--- src/rtl/keyStream_cfg.svh ---
// Sizing macros for the keystream generator
// Include in any file that needs lane, slot, round or credit counts
`ifndef KEYSTREAM_CFG_SVH
`define KEYSTREAM_CFG_SVH

// Cipher blocks per keystream word
`define KS_LANES 4

// Slots in flight, one seed each
`define KS_SLOTS 12

// Mixing rounds per block
// This is also the lane latency in cycles
`define KS_ROUNDS 12

// Credits held for the output side after reset
`define KS_OUT_CREDITS 2

`endif

--- src/rtl/keyStreamPkg.sv ---
// Types shared by the keystream generator modules
// Pull in with a wildcard import in the module header
`include "keyStream_cfg.svh"

package keyStreamPkg;

    // Data widths
    typedef logic [127:0] blockT;
    typedef logic [127:0] keyT;
    typedef logic [63:0] seedT;
    typedef logic [31:0] seqT;

    // Slot bookkeeping
    typedef logic [$clog2(`KS_SLOTS)-1:0] slotIdxT;
    typedef logic [$clog2(`KS_SLOTS+1)-1:0] occT;
    typedef logic [$clog2(`KS_OUT_CREDITS+1)-1:0] creditT;

    // Key register state
    typedef enum logic {keyEmpty, keyLoaded} keyStateT;

    // One output word, lane 0 in the low block
    typedef struct packed {
        blockT [`KS_LANES-1:0] blocks;
        seqT seq;
    } streamWordT;

    // Slot release from control to the output stage
    typedef struct packed {
        logic fire;
        slotIdxT slot;
    } releaseT;

endpackage

--- src/rtl/keyStore.sv ---
// Holds the cipher key shared by all lanes
// Accepts a new key only while the slot array is idle
`timescale 1ns/10ps
`include "keyStream_cfg.svh"

module keyStore
    import keyStreamPkg::*;
(
    input  logic Clock,
    input  logic rst,
    input  keyT  key,
    input  logic keyValid,
    output logic keyReady,
    input  logic pipeIdle,
    output keyT  curKey,
    output logic keyLoaded
);

    keyStateT keyState;
    keyT      keyReg;
    logic     keyFire;

    // Slots capture the key at load, but a swap is still held off until idle
    assign keyReady = pipeIdle;
    assign keyFire  = keyValid && keyReady;

    // Load FSM
    always_ff @(posedge Clock) begin
        if (rst) begin
            keyState <= keyEmpty;
        end else begin
            case (keyState)
                keyEmpty: if (keyFire) keyState <= keyStreamPkg::keyLoaded;
                // Stays loaded, later keys just overwrite the register
                default: keyState <= keyStreamPkg::keyLoaded;
            endcase
        end
    end

    // Key payload
    always_ff @(posedge Clock) begin
        if (keyFire) begin
            keyReg <= key;
        end
    end

    assign curKey    = keyReg;
    assign keyLoaded = (keyState == keyStreamPkg::keyLoaded);

endmodule

--- config.mk ---
export PLATFORM = sky130hd
export DESIGN_NAME = keyStore
export DESIGN_NICKNAME = d
export VERILOG_FILES = /design/src/rtl/keyStreamPkg.sv /design/src/rtl/keyStore.sv
export VERILOG_INCLUDE_DIRS = /design/src /design/src/rtl
export SDC_FILE = /design/constraint.sdc
export NUM_CORES = 1
export LEC_CHECK = 0
export ABC_AREA = 1
export BUFFER_PORTS_ARGS = -buffer_cell sky130_fd_sc_hd__buf_2
export CAP_MARGIN = 20
export CORE_AREA = 2 2 100 102
export CTS_CLUSTER_SIZE = 16
export DETAILED_ROUTE_END_ITERATION = 10
export DIE_AREA = 0 0 102 104
export GPL_TIMING_DRIVEN = 0
export PLACE_DENSITY = 0.79
export SETUP_SLACK_MARGIN = 0.02
export SYNTH_ARGS = -nofsm -noshare
export SYNTH_HDL_FRONTEND = slang
export SYNTH_SLANG_ARGS = --single-unit
--- constraint.sdc ---
create_clock -name Clock -period 7.5 [get_ports Clock]
set_input_delay 0.75 -clock Clock [delete_from_list [all_inputs] [get_ports Clock]]
set_output_delay 0.75 -clock Clock [all_outputs]
set_load 0.02 [all_outputs]
==> impl_metrics.toml <==
[run_status]
outcome = "finished, final reports clean"

[placed_design]
port_buffers = 261
placed_area_sq_um = 5394
place_ws_ns = 5.199
gp_congestion = 0.7130

[grt]
grt_first_pass_wirelength_microns = 12620
grt_usage = 0.1627
antenna_found_initial = 0
grt_overflow = 0
grt_pass1_vias = 2508
grt_max_degree = 66

[clock_network]
ctsHoldBuffers = 0
cts_buffers = 17
cts_tree = "done"
cts_resized = 0
root_buffer = "clkbuf_8"
cts_max_path_buffers = 2
cts.htree.levels = 4
cts_sinks = 129
cts_setup_buffers = 0
clkTransAtPathRegs_ns = 0.06
clock_latency_ns = 0.50

[synthesis]
async_reset_ff_frac = 0
synth_ff_type = "edfxtp_1"
yosysMostFrequentCell = "edfxtp_1"
ys_types = 6
netlist_instances = 134
synthTopCellsByArea = "edfxtp_1 99%, dfxtp_1 0.51%, a21oi_2 0.23%"
synth_seq_cells = 129
syn-num-nets = 266
yosysTopAreaCell = "edfxtp_1"
synth_area_sq_um = 3891
synth_seq_area_share = 0.9929
synth_edf_count = 128
yosysWarnings = 0
synth_top_area_share = 0.9878
synth_area_per_cell_sq_um = 29.04
ys_top_cells_by_count = "128 x edfxtp_1, 2 x inv_1"

[sta]
drv_slew = 0
hold_violations = 0
max-slew-margin-rel = 0.4714
finalWorstSetupSlack_ns = 5.627
worst_slew_pin_slew_ns = 0.7929
max_freq_ghz = 0.5338
fin_crit_sh = 0.2498
min_period_ns = 1.873
setup_viol = 0
skew_ns = 0
rsz0062_at_grt = "false"
setup_tns_ns = 0

[power_and_ir_drop]
p_int_uw = 1408
total_power_uw = 1808
seqPwrFrac = 0.475
clockPowerShare = 0.438
powerDensity_nw_per_um2 = 302.4
p_sw_uw = 400.0
power_leakage_uw = 0.002542
ir_worst_vdd_mv = 0.1581
p_sw_frac = 0.2213
p_comb_frac = 0.086

[floorplanning]
die-height_microns = 104
core_sq_um = 9549
floorplan.initialDensity = 0.4075
placementRows = 36
ios = 262
dieArea_sq_um = 10610
die_w_microns = 102

[setup_path]
critPathTopFamily = "buffers and inverters"
endpoint_kind = "output pin"
slowest_stage = "buf_2"
path_class = "in2out"
path_max_fanout = 2
slowest_delay_ns = 0.15
crit_chain = "buf_2 -> buf_4 -> buf_2"
crit_top_cell = "buf_2"
cp_data_arrival_time_ns = 1.12
path_buf_inv = 3
critPathRequiredTime_ns = 6.75
critPathLaunchType = "primary input"

[drt]
dr_total_vias = 2403
dr.first_iter.drc_count = 74
wirelength_microns = 8608
via_per_inst = 4.283
wl_per_cell_microns = 15.34
ant_nets = 0
drcViolationCount = 0
dr.pass1.iters = 4

[flow_run]
cap_violations = 0

[final_layout]
drive_gt1_frac = 0.6869
nets = 547
diodes = 0
area_growth_pct = 53.60
final_area_sq_um = 5977

[worst_hold_path]
hp-class = "in2reg"
==> cell families after synthesis <==
logic type,after synthesis,synth area share
AOI/OAI and AO/OA,1,0.002251
buffers and inverters,3,0.003860
and+or+nand+nor,1,0.0009637
DFF,129,0.9929
==> cell usage in the layout, fill, tap and decap left out, drive strengths merged <==
cell,instances
inv,3
dfxtp,1
a21oi,1
edfxtp,128
clkinvlp,3
clkbuf,18
buf,263
clkinv,7
nand2,1
bufinv,3
==> metal layers <==
layer	up-vias	GRT usage	part of all wire
met5	-	0	0
met4	0	0.06286	0.0098
met3	9	0.09409	0.12
met2	163	0.2749	0.53
met1	1123	0.1627	0.34
li1	1108	-	-
==> state kept, by name, summed over array words and instances (netlist names) <==
name,count
curKey,128
keyLoaded,1
==> worst paths after layout <==
check / slack, ns / startpoint / cells after the start / endpoint
worst max-delay path: 5.63 / pipeIdle / 3 / keyReady
worst min-delay path: 0.40 / rst / 2 / keyLoaded
worst max register to register: 6.94 / keyLoaded / 2 / keyLoaded
worst min register to register: 0.46 / keyLoaded / 2 / keyLoaded
==> power groups by stage <==
stage / clock network, uW / registers (uW) / logic, uW
after CTS: 811 / 860 / 158
after global routing: 839 / 864 / 167
after floorplan: 0 / 940 / 10.9
after global placement: 0 / 876 / 153
final: 792 / 859 / 156
after detailed placement: 0 / 874 / 158
==> area by class of cell <==
cell class                 instances  area (sq um)
timing repair buffer             262          1334
tap                              133         166.4
multi-input combinational          2         12.51
clock buffer                      18         417.9
clock inverter                    14         165.2
sequential                       129          3864
buffer                             1         7.507
fill                             722          3572
inverter                           2         10.01
==> worst register-to-register path, delay by kind of cell (launching register included) <==
| kind | cells | cell delay [ns] |
|---|---|---|
| compound gates | 1 | 0.11 |
| buf+inv | 1 | 0.05 |
| flops | 1 | 0.33 |
==> stage by stage <==
stage,cells,hold WS (ns),util
2_1_floorplan,134,0.5319,-
5_1_grt,561,0.3709,0.6259
4_1_cts,561,0.3720,0.6259
6_report,561,0.4021,0.6259
3_3_place_gp,528,0.4525,0.5617
3_5_place_dp,529,0.4542,0.5649
Power figures use the tool's default switching activity.
