<file path="src/rtl/keyStream_cfg.svh">
// Sizing macros for the keystream generator
// Include in any file that needs lane, slot, round or credit counts
`ifndef KEYSTREAM_CFG_SVH
`define KEYSTREAM_CFG_SVH

// Cipher blocks per keystream word
`define KS_LANES 4

// Slots in flight, one seed each
`define KS_SLOTS 12

// Mixing rounds per block
// This is also the lane latency in cycles
`define KS_ROUNDS 12

// Credits held for the output side after reset
`define KS_OUT_CREDITS 2

`endif

</file>
<file path="src/rtl/keyStreamPkg.sv">
// Types shared by the keystream generator modules
// Pull in with a wildcard import in the module header
`include "keyStream_cfg.svh"

package keyStreamPkg;

    // Data widths
    typedef logic [127:0] blockT;
    typedef logic [127:0] keyT;
    typedef logic [63:0] seedT;
    typedef logic [31:0] seqT;

    // Slot bookkeeping
    typedef logic [$clog2(`KS_SLOTS)-1:0] slotIdxT;
    typedef logic [$clog2(`KS_SLOTS+1)-1:0] occT;
    typedef logic [$clog2(`KS_OUT_CREDITS+1)-1:0] creditT;

    // Key register state
    typedef enum logic {keyEmpty, keyLoaded} keyStateT;

    // One output word, lane 0 in the low block
    typedef struct packed {
        blockT [`KS_LANES-1:0] blocks;
        seqT seq;
    } streamWordT;

    // Slot release from control to the output stage
    typedef struct packed {
        logic fire;
        slotIdxT slot;
    } releaseT;

endpackage

</file>
<file path="src/rtl/keyStreamCtrl.sv">
// Slot control for the keystream generator
// Allocates slots in turn, releases them in order against output credits
`timescale 1ns/10ps
`include "keyStream_cfg.svh"

module keyStreamCtrl
    import keyStreamPkg::*;
(
    input  logic                 Clock,
    input  logic                 rst,
    input  logic                 seedValid,
    output logic                 seedReady,
    input  logic                 keyLoaded,
    input  logic [`KS_SLOTS-1:0] slotDone,
    input  logic                 creditReturn,
    output logic [`KS_SLOTS-1:0] loadStrobe,
    output releaseT              rel,
    output logic                 pipeIdle
);

    slotIdxT inTurn;
    slotIdxT outTurn;
    occT     occ;
    occT     occNext;
    creditT  credits;
    logic    idleReg;
    logic    seedFire;
    logic    relFire;

    // Pointer step, wraps at KS_SLOTS
    function automatic slotIdxT nextSlot(input slotIdxT p);
        slotIdxT n;
        if (p == slotIdxT'(`KS_SLOTS - 1)) begin
            n = '0;
        end else begin
            n = p + 1'b1;
        end
        return n;
    endfunction

    // ----------------------------------------
    // Seed side
    // ----------------------------------------
    // Needs a key and a free slot
    assign seedReady = keyLoaded && (occ < occT'(`KS_SLOTS));
    assign seedFire  = seedValid && seedReady;

    // One-hot load of the in-turn slot
    always_comb begin
        loadStrobe = '0;
        if (seedFire) begin
            loadStrobe[inTurn] = 1'b1;
        end
    end

    always_ff @(posedge Clock) begin
        if (rst) begin
            inTurn <= '0;
        end else if (seedFire) begin
            inTurn <= nextSlot(inTurn);
        end
    end

    // ----------------------------------------
    // Release side
    // ----------------------------------------
    // Oldest slot goes out once all its lanes finish and a credit is held
    assign relFire   = slotDone[outTurn] && (credits != '0);
    assign rel.fire  = relFire;
    assign rel.slot  = outTurn;

    always_ff @(posedge Clock) begin
        if (rst) begin
            outTurn <= '0;
        end else if (relFire) begin
            outTurn <= nextSlot(outTurn);
        end
    end

    // Credit count, return and spend may coincide
    always_ff @(posedge Clock) begin
        if (rst) begin
            credits <= creditT'(`KS_OUT_CREDITS);
        end else begin
            case ({creditReturn, relFire})
                2'b10:   credits <= credits + 1'b1;
                2'b01:   credits <= credits - 1'b1;
                default: credits <= credits;
            endcase
        end
    end

    // ----------------------------------------
    // Occupancy
    // ----------------------------------------
    always_comb begin
        occNext = occ;
        if (seedFire && !relFire) begin
            occNext = occ + 1'b1;
        end else if (!seedFire && relFire) begin
            occNext = occ - 1'b1;
        end
    end

    always_ff @(posedge Clock) begin
        if (rst) begin
            occ <= '0;
        end else begin
            occ <= occNext;
        end
    end

    // Idle flag, registered so it stays low during reset
    always_ff @(posedge Clock) begin
        if (rst) begin
            idleReg <= 1'b0;
        end else begin
            idleReg <= (occNext == '0);
        end
    end

    assign pipeIdle = idleReg;

endmodule

</file>
<file path="config.mk">
export PLATFORM = sky130hd
export DESIGN_NAME = keyStreamCtrl
export DESIGN_NICKNAME = d
export VERILOG_FILES = /design/src/rtl/keyStreamPkg.sv /design/src/rtl/keyStreamCtrl.sv
export VERILOG_INCLUDE_DIRS = /design/src /design/src/rtl
export SDC_FILE = /design/constraint.sdc
export NUM_CORES = 1
export LEC_CHECK = 0
export ABC_AREA = 1
export BUFFER_PORTS_ARGS = -buffer_cell sky130_fd_sc_hd__buf_2
export CAP_MARGIN = 15
export CORE_UTILIZATION = 41
export DETAILED_ROUTE_END_ITERATION = 8
export PLACE_DENSITY = 0.69
export SYNTH_ARGS = -nofsm -noshare
export SYNTH_HDL_FRONTEND = slang
export SYNTH_SLANG_ARGS = --single-unit
export TNS_END_PERCENT = 100
</file>
<file path="constraint.sdc">
create_clock -name Clock -period 1.8 [get_ports Clock]
set_clock_uncertainty 0.05 [all_clocks]
set_input_delay 0.27 -clock Clock [delete_from_list [all_inputs] [get_ports Clock]]
set_output_delay 0.27 -clock Clock [all_outputs]
set_load 0.01 [all_outputs]
</file>
==> metrics.log <==
INFO  metric outcome = complete, no violations
INFO  metric drc = 0
INFO  metric synth_largest_type_area_fraction = 0.259
INFO  metric synthToLayoutAreaGrowth = 27.4%
INFO  metric p_per_area = between 1000 and 1500 mW/mm²
INFO  metric detailedRoute.firstIterationViolations = 20
INFO  metric port_buffers = 35
INFO  metric cts-buffers-inserted = 3
INFO  metric antenna-diode-count = 0
INFO  metric post-route-worst-setup-slack = between 0.07 and 0.08 ns
INFO  metric clock.fmax = about 580 MHz
INFO  metric final_period_minus_worst_setup_slack = ~1.7 ns
INFO  metric netlist_area_pre_place = 0.00116 mm²
INFO  metric worst_hold_startpoint = rst
INFO  metric residual_overflow_from_global_routing = 0
INFO  metric layout_worst_path_cycle_share = 0.958
INFO  metric place_ws = -0.00149 ns
INFO  metric drt_first_pass_iters = 4
INFO  metric placed_cells = approximately 240
INFO  metric slowest_delay = 0.41 ns
INFO  metric worstPathCellList = buf_6, nand2_1, nand3_1, nand2_1, nand2_2, nand3_4, nand2_4, inv_4, buf_6
INFO  metric synth_fp_nets = between 150 and 200
INFO  metric ctsRootBufferMaster = clkbuf_4
INFO  metric worst_path_max_delay_cell = dfxtp_4
INFO  metric critical_path_required = ~1.5 ns
INFO  metric die-area = about 0.003 mm²
INFO  metric path_delay_family = simple AND/OR/NAND/NOR gates
INFO  metric maxSlewViolCount = 0
INFO  metric drt-wirelength-per-cell = approximately 10 µm
INFO  metric cts.sinks = 15
INFO  metric register_area = approximately 310 µm²
INFO  metric final_layout_net_count = approximately 240
INFO  metric report.final.setup_viol = 0
INFO  metric critical_path_source_type = flop
INFO  metric insertion_delay = 0.28 ns
INFO  metric route.detailed.vias_per_inst = ~5
INFO  metric number_of_antenna_violations_at_the_first_check_in_global_routing = 0
INFO  metric hold_viol = 0
INFO  metric number_of_maximum_capacitance_violations = 0
INFO  metric crit-reg2reg-launch = outTurn[0]
INFO  metric crit_path_buffers_inverters = 3
INFO  metric synth_sequential_area_ratio = 0.259
INFO  metric floorplan.initialDensity = 0.452
INFO  metric dr_total_vias = about 1200
INFO  metric max-slew-margin-rel = 0.830
INFO  metric synth_seq_cells = 15
INFO  metric fin_cells = 245
INFO  metric dp.final_hpwl = just under 2000 µm
INFO  metric total_power = about 2 mW
INFO  metric die_extent_in_x = around 55 µm
INFO  metric syn_inst = around 170
INFO  metric clk_transition_reported_paths = 0.10 ns
INFO  metric synth_top_cells_by_area = dfxtp_1, nand2_1, ha_1
INFO  metric core_area = 0.00257 mm²
INFO  metric multi_input_area = between 700 and 800 µm²
INFO  metric routability_cong = roughly 0.84
INFO  metric grt_pass1_vias = about 1000
INFO  metric placement_rows = 18
INFO  metric ioPinCount = 36
INFO  metric timing.critical_path.to_type = output port
INFO  metric largest_net_degree_at_the_start_of_global_routing = 16
INFO  metric fp.dieH = 55.2 µm
INFO  metric clock_tree_from_tritoncts = done
INFO  metric grt_pass1_wl = between 3000 and 4000 µm
INFO  metric critical_path_peak_fanout = 5
INFO  metric cell_type_contributing_the_most_total_cell_area_after_synthesis = dfxtp_1
INFO  metric ys_warn_count = 0
INFO  metric critical_path_class = reg -> out
INFO  metric wirelength = 2540 µm
INFO  metric grt_setup_unrepaired = yes
INFO  metric max-clock-path-buffers = 2
INFO  metric n_fill_cell = 270
INFO  metric final_antenna_net_count = 0
INFO  metric worst_hold_path_type = in -> reg
INFO  metric arrival = roughly 1.4 ns
INFO  metric leakagePower = between 0.7 and 0.8 nW
INFO  metric number_of_different_library_cells_in_the_post_synthesis_netlist = 29
INFO  metric ctsHtreeMaxLevel = 1
INFO  metric timing_worst_slew_pin_value = between 0.2 and 0.3 ns
INFO  metric startpoint_of_the_most_critical_setup_path = outTurn[0]
INFO  metric vdd_ir_drop_max = 0.804 mV
INFO  metric gr-usage-all-layers = 0.183
INFO  metric final_layout_size_suffix_gt1_frac = 0.377
INFO  metric mean_instance_size_in_the_synthesized_netlist = approximately 6.7 µm²
synth_stat cells (all sizes together):
cell type,instances
nand2,39
inv,32
nor2,20
dfxtp,15
nand3,14
nor3,11
a21oi,10
ha,8
o21ai,8
buf,3
nand4,2
nor3b,2
or2,2
xor2,2
a211oi,1
clkbuf,1
nand3b,1
o211a,1
xnor2,1
worst register-to-register path, stage by stage (launching register included):
cell      delay [ns]
dfxtp_4         0.41
buf_6           0.12
nand2_1         0.05
nand3_1         0.07
nand2_1         0.07
nand2_2         0.08
nand3_4         0.09
nand2_4         0.08
inv_4           0.05
ha_4            0.20
inv_2           0.06
nand2_2         0.06
o21ai_1         0.13
nand3b_1        0.08
per-stage QoR:
stage / hold slack [ns] / instance area [µm²] / util / TNS [ns]
finish: 0.181 / 1480 / 0.576 / 0
global route: 0.185 / 1480 / 0.576 / -0.0450
CTS: 0.177 / 1400 / 0.546 / -0.000218
detailed placement: 0.445 / 1370 / 0.534 / -0.00149
global placement: 0.424 / 1370 / 0.534 / 0
floorplan: 0.291 / 1160 / - / 0
state kept, by name, indices dropped and copies added (netlist names):
name / flops
pipeIdle: 1
outTurn: 4
occ: 4
inTurn: 4
credits: 2
cell type report:
type / instances / area share
clock buffer: 3 / 0.0152
sequential: 15 / 0.210
multi-input combinational: 122 / 0.492
tap: 30 / 0.0254
clock inverter: 1 / 0.00339
inverter: 32 / 0.0881
timing repair buffer: 42 / 0.166
cell usage in the layout, fill, tap and decap left out:
cell type and instances:
a211oi_1 1, a21oi_1 7, a21oi_2 3, buf_2 34
buf_4 4, buf_6 4, clkbuf_4 3, clkinv_2 1
dfxtp_1 11, dfxtp_2 2, dfxtp_4 2, ha_1 7
ha_4 1, inv_1 22, inv_2 8, inv_4 1
inv_8 1, nand2_1 31, nand2_2 5, nand2_4 3
nand3_1 12, nand3_4 2, nand3b_1 1, nand4_1 2
nor2_1 16, nor2_2 4, nor3_1 10, nor3_2 1
nor3b_1 2, o211a_1 1, o21ai_0 4, o21ai_1 4
or2_2 2, xnor2_1 1, xor2_1 2
layer usage:
metal / vias to the layer above / global-route usage / share of wire
met2: 32 / 0.333 / 0.48
met3: 6 / 0.0246 / 0.045
met1: 526 / 0.211 / 0.46
li1: 631 / - / -
met5: - / 0 / 0
met4: 0 / 0.0750 / 0.021
power breakdown:
part / switching (mW) / internal, mW / leakage [nW]
clock network: 0.112 / 0.0825 / 0.0177
logic: 0.704 / 0.555 / 0.639
registers: 0.144 / 0.453 / 0.125
logic make-up after synthesis:
logic type	share of synthesized area
simple gates	0.396
buf+inv	0.134
compound gates	0.102
flops	0.259
fa+ha+maj	0.0863
xor+xnor	0.0227
path summary, 6_finish.rpt:
kind | depth (start not counted) | end | slack (ns)
worst max register to register | 13 | credits[1] | 0.09
worst max-delay path | 9 | rel[4] | 0.08
worst min-delay path | 2 | occ[2] | 0.18
worst min register to register | 1 | credits[0] | 0.47
repair_timing:
action	in CTS	in global routing
pin swaps	0	7
gates resized for setup	2	15
setup buffers	0	4
hold buffers	0	0
setup endpoints to repair	11	14
Note: power is estimated with default switching activity, not from simulation.
