**src/rtl/keyStream_cfg.svh**
```systemverilog
// Sizing macros for the keystream generator
// Include in any file that needs lane, slot, round or credit counts
`ifndef KEYSTREAM_CFG_SVH
`define KEYSTREAM_CFG_SVH

// Cipher blocks per keystream word
`define KS_LANES 4

// Slots in flight, one seed each
`define KS_SLOTS 12

// Mixing rounds per block
// This is also the lane latency in cycles
`define KS_ROUNDS 12

// Credits held for the output side after reset
`define KS_OUT_CREDITS 2

`endif

```
**src/rtl/keyStreamPkg.sv**
```systemverilog
// Types shared by the keystream generator modules
// Pull in with a wildcard import in the module header
`include "keyStream_cfg.svh"

package keyStreamPkg;

    // Data widths
    typedef logic [127:0] blockT;
    typedef logic [127:0] keyT;
    typedef logic [63:0] seedT;
    typedef logic [31:0] seqT;

    // Slot bookkeeping
    typedef logic [$clog2(`KS_SLOTS)-1:0] slotIdxT;
    typedef logic [$clog2(`KS_SLOTS+1)-1:0] occT;
    typedef logic [$clog2(`KS_OUT_CREDITS+1)-1:0] creditT;

    // Key register state
    typedef enum logic {keyEmpty, keyLoaded} keyStateT;

    // One output word, lane 0 in the low block
    typedef struct packed {
        blockT [`KS_LANES-1:0] blocks;
        seqT seq;
    } streamWordT;

    // Slot release from control to the output stage
    typedef struct packed {
        logic fire;
        slotIdxT slot;
    } releaseT;

endpackage

```
**src/rtl/cipherLane.sv**
```systemverilog
// One iterative mixing core, one round per cycle
// Loads a block and key, runs KS_ROUNDS rounds, holds the result until released
`timescale 1ns/10ps
`include "keyStream_cfg.svh"

module cipherLane
    import keyStreamPkg::*;
(
    input  logic  Clock,
    input  logic  rst,
    input  logic  load,
    input  keyT   curKey,
    input  blockT plainIn,
    input  logic  relPulse,
    output logic  done,
    output blockT result
);

    localparam int RndW = $clog2(`KS_ROUNDS + 1);

    logic            busy;
    logic            doneReg;
    logic [RndW-1:0] rndCnt;
    blockT           state;
    keyT             laneKey;

    // ----------------------------------------
    // Round function
    // ----------------------------------------
    function automatic blockT mixRound(input blockT s, input keyT k, input logic [31:0] rnd);
        blockT t;
        t = s ^ k;
        // Whole-state rotate left by 5
        t = {t[122:0], t[127:123]};
        // Round number into the low word, mod 2^32
        t[31:0] = t[31:0] + rnd;
        return t;
    endfunction

    // ----------------------------------------
    // Control
    // ----------------------------------------
    always_ff @(posedge Clock) begin
        if (rst) begin
            busy    <= 1'b0;
            doneReg <= 1'b0;
            rndCnt  <= '0;
        end else if (load) begin
            busy    <= 1'b1;
            doneReg <= 1'b0;
            rndCnt  <= '0;
        end else if (busy) begin
            rndCnt <= rndCnt + 1'b1;
            // Last round lands on this edge
            if (rndCnt == RndW'(`KS_ROUNDS - 1)) begin
                busy    <= 1'b0;
                doneReg <= 1'b1;
            end
        end else if (relPulse) begin
            doneReg <= 1'b0;
        end
    end

    // ----------------------------------------
    // Datapath
    // ----------------------------------------
    always_ff @(posedge Clock) begin
        if (load) begin
            state   <= plainIn;
            laneKey <= curKey;
        end else if (busy) begin
            // Rounds count from 1
            state <= mixRound(state, laneKey, 32'(rndCnt) + 32'd1);
        end
    end

    assign done   = doneReg;
    assign result = state;

endmodule

```
**config.mk**
```make
export PLATFORM = sky130hd
export DESIGN_NAME = cipherLane
export DESIGN_NICKNAME = d
export VERILOG_FILES = /design/src/rtl/keyStreamPkg.sv /design/src/rtl/cipherLane.sv
export VERILOG_INCLUDE_DIRS = /design/src /design/src/rtl
export SDC_FILE = /design/constraint.sdc
export NUM_CORES = 1
export LEC_CHECK = 0
export BUFFER_PORTS_ARGS = -buffer_cell sky130_fd_sc_hd__buf_2
export CAP_MARGIN = 15
export CORE_ASPECT_RATIO = 0.6
export CORE_UTILIZATION = 46
export DETAILED_ROUTE_END_ITERATION = 8
export PLACE_DENSITY = 0.77
export SLEW_MARGIN = 15
export SYNTH_ARGS = -nofsm -noshare
export SYNTH_HDL_FRONTEND = slang
export SYNTH_SLANG_ARGS = --single-unit
```
**constraint.sdc**
```tcl
create_clock -name Clock -period 2.7 [get_ports Clock]
set_input_delay 0.27 -clock Clock [delete_from_list [all_inputs] [get_ports Clock]]
set_output_delay 0.27 -clock Clock [all_outputs]
set_load 0.02 [all_outputs]
```
==> results of run 1 <==
==> cells in the mapped netlist, drive strengths merged <==
master and n:
a2bb2oi 1, mux2i 1, and3 2, nor3 14
a21boi 1, xnor2 127, and2 1, nand4b 1
nand2b 3, nor2 7, nor3b 1, nand2 133
or3 3, a21o 1, fa 1, nor4bb 1
o2111ai 3, a211oi 1, o211a 1, dfxtp 6
clkbuf 30, nor4 11, xor2 23, a21oi 6
buf 6, o211ai 1, and4b 1, a31oi 6
inv 4, and4 6, nand4 6, nand3b 2
o21a 4, o2111a 2, o21ai 111, ha 5
nor2b 1, or2 1, edfxtp 256, o31ai 18
a41oi 1, o31a 5
==> path summary, 6_finish.rpt <==
kind / start / depth (start not counted) / endpoint
min: plainIn[70] / 3 / result[70]
max: result[123] / 9 / result[24]
max reg2reg: result[123] / 9 / result[24]
min reg2reg: rndCnt[3] / 2 / rndCnt[3]
==> metal layers <==
| metal | share of wire | global-route usage | up-vias |
|---|---|---|---|
| met1 | 0.42 | 0.3282 | 4148 |
| met5 | 0 | 0 | - |
| li1 | - | - | 4046 |
| met4 | 0.028 | 0.06903 | 0 |
| met2 | 0.46 | 0.3822 | 468 |
| met3 | 0.090 | 0.05693 | 65 |
==> sequential cells by signal (all words and copies together) (netlist names) <==
signal and cells:
result 128, rndCnt 4, done 1, busy 1, laneKey 128
==> power groups by stage <==
stage	clock network, mW	registers (mW)	logic (mW)
2_1_floorplan	0	5.64	0.784
3_3_place_gp	0	5.35	1.81
3_5_place_dp	0	5.37	1.85
4_1_cts	3.49	5.30	2.01
5_1_grt	3.64	5.34	2.20
6_report	3.43	5.30	2.05
==> stage by stage <==
| stage | util | cells | hold WS [ns] | instance area [um^2] | setup slack (ns) |
|---|---|---|---|---|---|
| finish | 0.6536 | 1681 | 0.02699 | 15800 | 0.08578 |
| global route | 0.6536 | 1681 | 0.01001 | 15800 | 0.01028 |
| CTS | 0.6519 | 1678 | 0.0001098 | 15760 | 0.02560 |
| detailed placement | 0.5655 | 1505 | 0.4481 | 13670 | 0.06651 |
| global placement | 0.5655 | 1505 | 0.4467 | 13670 | 0.1799 |
| floorplan | - | 815 | 0.3424 | 11320 | 0.0007507 |
==> layout by cell type, fill, tap and decap left out, types with 3 or more instances in the layout <==
cell and count:
nand2b_1 3, nand4_1 4, a31oi_1 6, or3_1 3, bufinv_16 3, dfxtp_1 6
nand2_1 133, o21a_1 4, xnor2_1 126, o21ai_0 110, dlygate4sd3_1 132, clkbuf_1 5
buf_2 387, nor2_1 7, buf_12 5, nor4_1 9, clkinv_1 6, clkbuf_16 25
inv_1 4, edfxtp_1 256, ha_1 5, o31ai_1 18, nor3_1 13, a21oi_1 6
buf_4 14, o31a_1 4, xor2_1 21, and4_1 4
==> area by class of cell <==
type                    count  share of cell area
clock inverters            11            0.007763
clock buffers              30             0.04080
well taps                 322             0.02551
inverters                   4           0.0009506
multi-input cells         513              0.2105
repair buffers            539              0.2202
flip-flops and latches    262              0.4943
==> cells by family (layout without fill, tap and decap cells) <==
family	after synthesis	in the layout	synth area share
AOI/OAI and AO/OA	162	162	0.08368
xor gates and xnor gates	150	150	0.1181
adders and majority gates	6	6	0.007296
buffers and inverters	40	584	0.01824
DFF	262	262	0.6898
muxes	1	1	0.0008844
and+or+nand+nor	194	194	0.08203
==> tightest hold or removal path: cells and delay by family <==
kind / cells / cell delay (ns)
AND/OR/NAND/NOR: 1 / 0.04
buffers and inverters: 1 / 0.08
AO/OA/AOI/OAI: 1 / 0.05
==> repair_timing <==
item / 4_1_cts / 5_1_grt
setup endpoints to repair: 0 / 4
endpoints found under the hold margin: 136 / 0
buffers inserted: 0 / 3
hold buffers: 132 / 0
resized for setup: 0 / 4
==> impl_results.md, run 1 <==
- Post-Syn Nets: 1081
- Critical-path cell list: xnor2_1 -> ha_1 -> fa_1 -> nand2b_1 -> a21oi_1 -> buf_4 -> nand4_4 -> o31a_1 -> o31ai_1
- Final Cycle Share: 0.9682
- Cells after Synth: 815
- Ports: between 300 and 400
- Die width: about 200 um
- CTS tree: built
- Pwr Total: 10.78 mW
- Slowest CP cell: edfxtp_1
- Vias in the first global route: between 8000 and 9000
- Yosys reg bits: roughly 260
- Max VDD drop: 440.3 uV
- DRT Pass-1 Iters: 6
- Clk sinks: around 260
- Die Y: around 120 um
- Pleak: 6.293 nW
- Register area: 0.007807 mm^2
- CP Capture Type: flip-flop
- HP Class: primary input to flip-flop
- Worst-path fanout max: 7
- Final ANT Viol Nets: 0
- Final min period: roughly 2.6 ns
- Worst-path clk slew: 0.06 ns
- Fraction of layout cells with a size suffix above 1: 0.3326
- Max Cap Violations: 0
- DRC: 0
- Area growth from synthesis to layout: 39.55%
- GRT Resource Usage Total: 0.2397
- Fillcell total: 1685
- Fin. max-slew vios: 0
- Clock Path Buffers: 3
- Multi-input logic area: 0.003324 mm^2
- Avg Cell Area, Syn: 13.89 um^2
- Worst setup SP type: flip-flop
- Global-route wire length before repair: between 40000 and 50000 um
- Clock share of power: 0.318
- Reg2reg setup slack: 0.09 ns
- Clk_lat worst skew: 0.52 ns
- Sw Pwr: 2.925 mW
- Switch share: 0.2712
- Worst Tran Pin Value: 0.6645 ns
- Grt ovf: 0
- Netlist cell types: 55
- DRT iter0 DRCs: around 800
- Power share of the sequential group: 0.492
- Initial antenna violation count: 0
- Logic gate share of total power: 0.190
- # diodes: 0
- Final #Nets: roughly 1600
- Worst Skew: 0.009606 ns
- DRT Wirelength: about 32000 um
- CTS Buf Count: 25
- RSZ-0062 raised after global routing: no
- DP Wirelength: 21250 um
- Synth top area share: 0.6792
- Sequential area share after synthesis: 0.6898
- Final setup viols: 0
- Crit-path max cell delay: 0.41 ns
- CTS Root Cell: clkbuf_16
- Port Buffers: 388
- Largest net degree at the start of global routing: 120
- F_max: 0.3825 GHz
- Final-report hold violation count: 0
- CP top delay family: compound AO/OA/AOI/OAI gates
- Setup TNS: 0 ns
- Pint: 7.860 mW
- # rows: 44
- Pwr/cell area: 682.8 mW/mm^2
- Buf/Inv on CP: 1
- Yosys top cell by area: edfxtp_1
- WL per Instance: 18.85 um
- Post-Syn Area: 0.01132 mm^2
- Area of the die: roughly 0.025 mm^2
- CTS H-Tree Depth: 1
- Initial Util: 0.4683
- Worst path arrival time: 2.95 ns
- Placer congestion estimate: 0.8438
- Outcome: finished clean
- Vias: 8727
- Required time of the critical path: 3.03 ns
- Top cells by area, synth: edfxtp_1 (68%), xnor2_1 (9.8%), o21ai_0 (4.9%)
- Critical path class: flip-flop to flip-flop
- Core Area: 0.02417 mm^2
- Max-slew headroom: 0.5537
- Vias/cell: 5.192
- Yosys warning count: 0
No activity file was read; power rests on OpenSTA's default activity.
==> run 2, diff against run 1 <==
- BUFFER_PORTS_ARGS: -buffer_cell sky130_fd_sc_hd__buf_2 -> -buffer_cell sky130_fd_sc_hd__clkbuf_2
- TNS_END_PERCENT: not set -> 20
==> run 2 against run 1 <==
  * Combinational power barely moved
  * Global-route usage grew 0.43 points
  * Sequential cell count is the same
  * Register-to-register slack lost 0.02 ns
  * Utilization fell by 0.067 points
  * Clock skew fell by 0.0026 ns
  * Count of clock-buffer cells in the layout grew 2
  * Fmax is 0.74% lower
  * Setup slack lost 0.019 ns
  * Sequential power is essentially flat
  * Routed wire length up 0.80%
  * Clock power is 3% lower
  * Largest power group unchanged
  * Highest routed layer unchanged
==> impl_results.md, run 2 (synthesis results as in run 1) <==
- # diodes: 0
- DRC: 0
- Ports: 389
- Finished Layout Cells: between 1500 and 2000
- HP Class: primary input to flip-flop
- Clk_lat worst skew: 0.52 ns
- Core Area: 0.02417 mm^2
- Worst Tran Pin Value: 0.9695 ns
- Vias: 8624
- Dpl cells: about 1500
- Pwr/cell area: roughly 680 mW/mm^2
- Required time of the critical path: 3.03 ns
- Worst-path clk slew: 0.07 ns
- Worst-path fanout max: 8
- Worst Skew: 0.006956 ns
- Initial antenna violation count: 0
- DRT Wirelength: around 32000 um
- RSZ-0062 raised after global routing: yes
- Worst setup SP type: flip-flop
- FF-to-FF path depth: 5
- Placer congestion estimate: 0.8550
- Die width: 204.5 um
- Max VDD drop: 451.4 uV
- Pwr Total: 10.70 mW
- DRT Pass-1 Iters: 5
- F_max: 0.3797 GHz
- Final ANT Viol Nets: 0
- Most frequent cells in the layout: clkbuf_2 (387), edfxtp_1 (256), nand2_1 (133), dlygate4sd3_1 (131), xnor2_1 (126)
- DRT iter0 DRCs: 831
- Final Cycle Share: 0.9754
- Worst path arrival time: 2.96 ns
- Vias/cell: 5.124
- CTS Root Cell: clkbuf_16
- Register area: 0.007807 mm^2
- Multi-input logic area: 0.003334 mm^2
- Global-route wire length before repair: 46450 um
- CTS tree: built
- Fillcell total: 1698
- Port Buffers: 388
- WHS Endpoint: result[1]
- Most common cell after layout, fill and taps aside: clkbuf_2
- Max Cap Violations: 0
- Hold depth: 3
- Critical path class: flip-flop to flip-flop
- R2r endpoint: result[25]
- Reg2reg setup slack: 0.07 ns
- Final-report hold violation count: 0
- CTS H-Tree Depth: 1
- Clock Path Buffers: 3
- Initial Util: 0.4683
- Post-CTS Setup Bufs: 0
- Outcome: finished clean
- Fraction of layout cells with a size suffix above 1: 0.3358
- Area growth from synthesis to layout: 39.41%
- Pleak: 6.365 nW
- DP Wirelength: roughly 22000 um
- Largest net degree at the start of global routing: 118
- Die Y: about 120 um
- Fin. max-slew vios: 0
- CTS Buf Count: 25
- GRT Resource Usage Total: 0.2440
- Vias in the first global route: 8468
- CP Capture Type: flip-flop
- Max-slew headroom: 0.3490
- Final min period: around 2.6 ns
- Final #Nets: 1609
- Clk sinks: roughly 260
- WL per Instance: 18.98 um
- Final setup viols: 0
- Area of the die: 0.02526 mm^2
- FF-to-FF Start: result[2]
- Hold_sp: plainIn[1]
- Grt ovf: 0
- # rows: 44
==> run 2: power breakdown <==
group          internal, mW  total (mW)  switching (mW)
clock network          1.85        3.34            1.49
logic                 0.882        2.04            1.16
registers              5.00        5.32           0.316
==> run 2: worst max-delay path, stage by stage (launching register included) <==
cell and delay (ns):
edfxtp_1 0.40, xnor2_1 0.26, nor4_4 0.77, o2111ai_4 0.35
o31a_1 0.35, o31ai_1 0.30
==> run 2: timing repair <==
action | CTS | global route
hold endpoints to repair | 131 | 0
hold buffers | 131 | 0
setup endpoints to repair | 0 | 5
gates resized for setup | 0 | 4
==> run 2: worst max path at each step <==
stage | depth (start not counted) | to | slack [ns] | start
finish | 5 | result[25] | 0.07 | result[2]
detailed placement | 9 | result[24] | 0.15 | result[123]
global route | 5 | result[25] | -0.03 | result[3]
floorplan | 9 | result[26] | 0.0008 | result[123]
global placement | 9 | result[24] | 0.23 | result[123]
CTS | 9 | result[24] | 0.12 | result[123]
==> run 2: routing by layer <==
layer  routed length [um]  up-vias  share of wire  track usage
met5                    0        -              0            0
met4                  543        0          0.017      0.05271
met3                 2976       48          0.093      0.07064
met2                14960      427           0.47       0.4000
met1                13460     4099           0.42       0.3232
li1                     -     4050              -            -
==> run 2: per-stage QoR <==
step	hold WS (ns)	instance area, um^2	setup TNS (ns)	setup WS, ns	util
floorplan	0.3424	11320	0	0.0007507	-
global placement	0.4465	13680	0	0.2343	0.5661
detailed placement	0.4486	13680	0	0.1528	0.5661
CTS	0.001131	15750	0	0.1231	0.6517
global route	0.0006251	15780	-0.03821	-0.03294	0.6529
finish	0.02589	15780	0	0.06640	0.6529
==> run 2: layout make-up <==
cell class,count,share of cell area
clock buffer,32,0.04258
clock inverter,13,0.005471
inverter,4,0.0009515
multi-input combinational,513,0.2113
sequential,262,0.4948
tap,322,0.02553
timing repair buffer,537,0.2193
==> run 3, diff against run 2 <==
- ABC_CLOCK_PERIOD_IN_PS: not set -> 2700
- REMOVE_ABC_BUFFERS: not set -> 1
==> run 3 against run 2 <==
  * Global-route usage is 0.077 points higher
  * Fmax is 2.5% higher
  * Utilization is 0.49 points higher
  * Cell area is 0.75% higher
  * Critical endpoint is now result[24]
==> impl_results.md, run 3 (synthesis results as in run 1) <==
- Outcome: finished clean
- Fraction of layout cells with a size suffix above 1: 0.3321
- Max Cap Violations: 0
- Final-report hold violation count: 0
- Util after Layout: 0.6578
- Area of the die: between 0.02 and 0.03 mm^2
- DRT Pass-1 Iters: 7
- Sw Pwr: 2.988 mW
- GRT Resource Usage Total: 0.2448
- Pleak: 6.404 nW
- CTS tree: built
- Pint: 7.805 mW
- Clk_lat worst skew: 0.53 ns
- DRT Wirelength: ~32000 um
- CP Capture Type: flip-flop
- Placer congestion estimate: around 0.85
- Final Cycle Share: 0.9519
- CTS Buf Count: 26
- Grt ovf: 0
- Initial Util: 0.4683
- Fin. max-slew vios: 0
- Clock share of power: 0.320
- Core Area: between 0.02 and 0.025 mm^2
- Fillcell total: 1754
- R2r endpoint: result[24]
- Slowest CP cell: edfxtp_1
- Worst setup SP type: flip-flop
- Die Y: 123.5 um
- F_max: ~0.39 GHz
- DRT iter0 DRCs: just under 800
- Final ANT Viol Nets: 0
- Worst Tran Pin Value: 0.7488 ns
- Max VDD drop: between 400 and 500 uV
- Crit path to: result[24]
- Post-CTS Setup Bufs: 0
- Critical-path cell list: xnor2_1 -> ha_1 -> fa_1 -> nand2b_1 -> a21oi_1 -> buf_4 -> nand4_4 -> o31a_1 -> o31ai_1
- Power share of the sequential group: 0.491
- Vias: 8695
- Initial antenna violation count: 6
- Ports: 389
- HP Class: primary input to flip-flop
- Worst path arrival time: 2.93 ns
- Crit-path max cell delay: around 0.41 ns
- Port Buffers: 388
- Area growth from synthesis to layout: 40.46%
- Logic gate share of total power: 0.189
- Final #Nets: 1621
- # rows: 44
- DP Wirelength: 21230 um
- Required time of the critical path: 3.06 ns
- Max-slew headroom: 0.4972
- Worst-path fanout max: 9
- Final min period: 2.570 ns
- CTS H-Tree Depth: 1
- Most frequent cells in the layout: clkbuf_2 (387), edfxtp_1 (256), dlygate4sd3_1 (140), nand2_1 (133), xnor2_1 (126)
- Clock Path Buffers: 3
- Final setup viols: 0
- FF-to-FF path depth: 9
- DRC: 0
- Most common cell after layout, fill and taps aside: clkbuf_2
- CTS Root Cell: clkbuf_16
- FF-to-FF Start: result[123]
- Switch share: 0.2768
- Worst Skew: 0.01212 ns
- WL per Instance: about 19 um
- Die width: roughly 200 um
- Critical path class: flip-flop to flip-flop
- Vias in the first global route: around 8600
- Pwr Total: 10.79 mW
- Reg2reg setup slack: 0.13 ns
- Largest net degree at the start of global routing: 119
- Vias/cell: between 5 and 6
- Pwr/cell area: ~680 mW/mm^2
- Worst setup path start: result[123]
- Worst-path clk slew: 0.07 ns
- Clk sinks: 262
- Global-route wire length before repair: around 47000 um
[run 3: cell type report]
cell class	instances	area [um^2]	share of cell area
flip-flops and latches	262	7807	0.4911
repair buffers	548	3541	0.2227
multi-input cells	513	3332	0.2096
clock buffers	33	698.2	0.04392
well taps	322	402.9	0.02534
clock inverters	13	93.84	0.005903
inverters	4	15.01	0.0009444
diodes	3	7.507	0.0004722
[run 3: power groups by stage]
stage	Combinational (mW)	Clock, mW	Sequential, mW
3_3_place_gp	1.79	0	5.35
5_1_grt	2.21	3.67	5.35
3_5_place_dp	1.83	0	5.38
2_1_floorplan	0.723	0	5.64
4_1_cts	2.01	3.51	5.29
6_report	2.04	3.45	5.30
[run 3: routing by layer]
layer / up-vias / routed length, um / GRT usage
met4: 6 / 678 / 0.06576
met2: 400 / 15160 / 0.4066
met5: - / 39 / 0
met3: 50 / 2959 / 0.07011
li1: 4070 / - / -
met1: 4169 / 12840 / 0.3155
[run 3: repair_timing]
action,in CTS,in global routing
endpoints found under the setup margin,0,7
endpoints found under the hold margin,145,0
gates resized for setup,0,6
hold buffers,140,0
[run 3: worst min path at each step]
stage          slack [ns]          end  depth (start not counted)        start
5_1_grt             0.008   result[78]                          3  plainIn[78]
6_report             0.02   result[65]                          3  plainIn[65]
3_3_place_gp         0.45  laneKey[29]                          1   curKey[29]
2_1_floorplan        0.34         busy                          1          rst
3_5_place_dp         0.45  laneKey[18]                          1   curKey[18]
4_1_cts            0.0003   result[43]                          3  plainIn[43]
[run 3: stage by stage]
stage               cells   TNS (ns)  setup WS, ns  hold slack (ns)  area [um^2]
floorplan             779          0       0.02103           0.3424        11130
finish               1698          0        0.1299          0.02014        15900
detailed placement   1509          0       0.04752           0.4486        13670
global placement     1509          0        0.1945           0.4470        13670
CTS                  1695          0       0.06876        0.0002575        15870
global route         1698  -0.001163     -0.001084         0.007959        15900
[run 3: critical path, delay by kind of cell, from the launching register on]
kind,cells,cell delay [ns]
xor gates and xnor gates,1,0.15
buffers and inverters,1,0.21
AOI/OAI and AO/OA,3,0.65
DFF,1,0.41
adders and majority gates,2,0.64
and+or+nand+nor,2,0.33
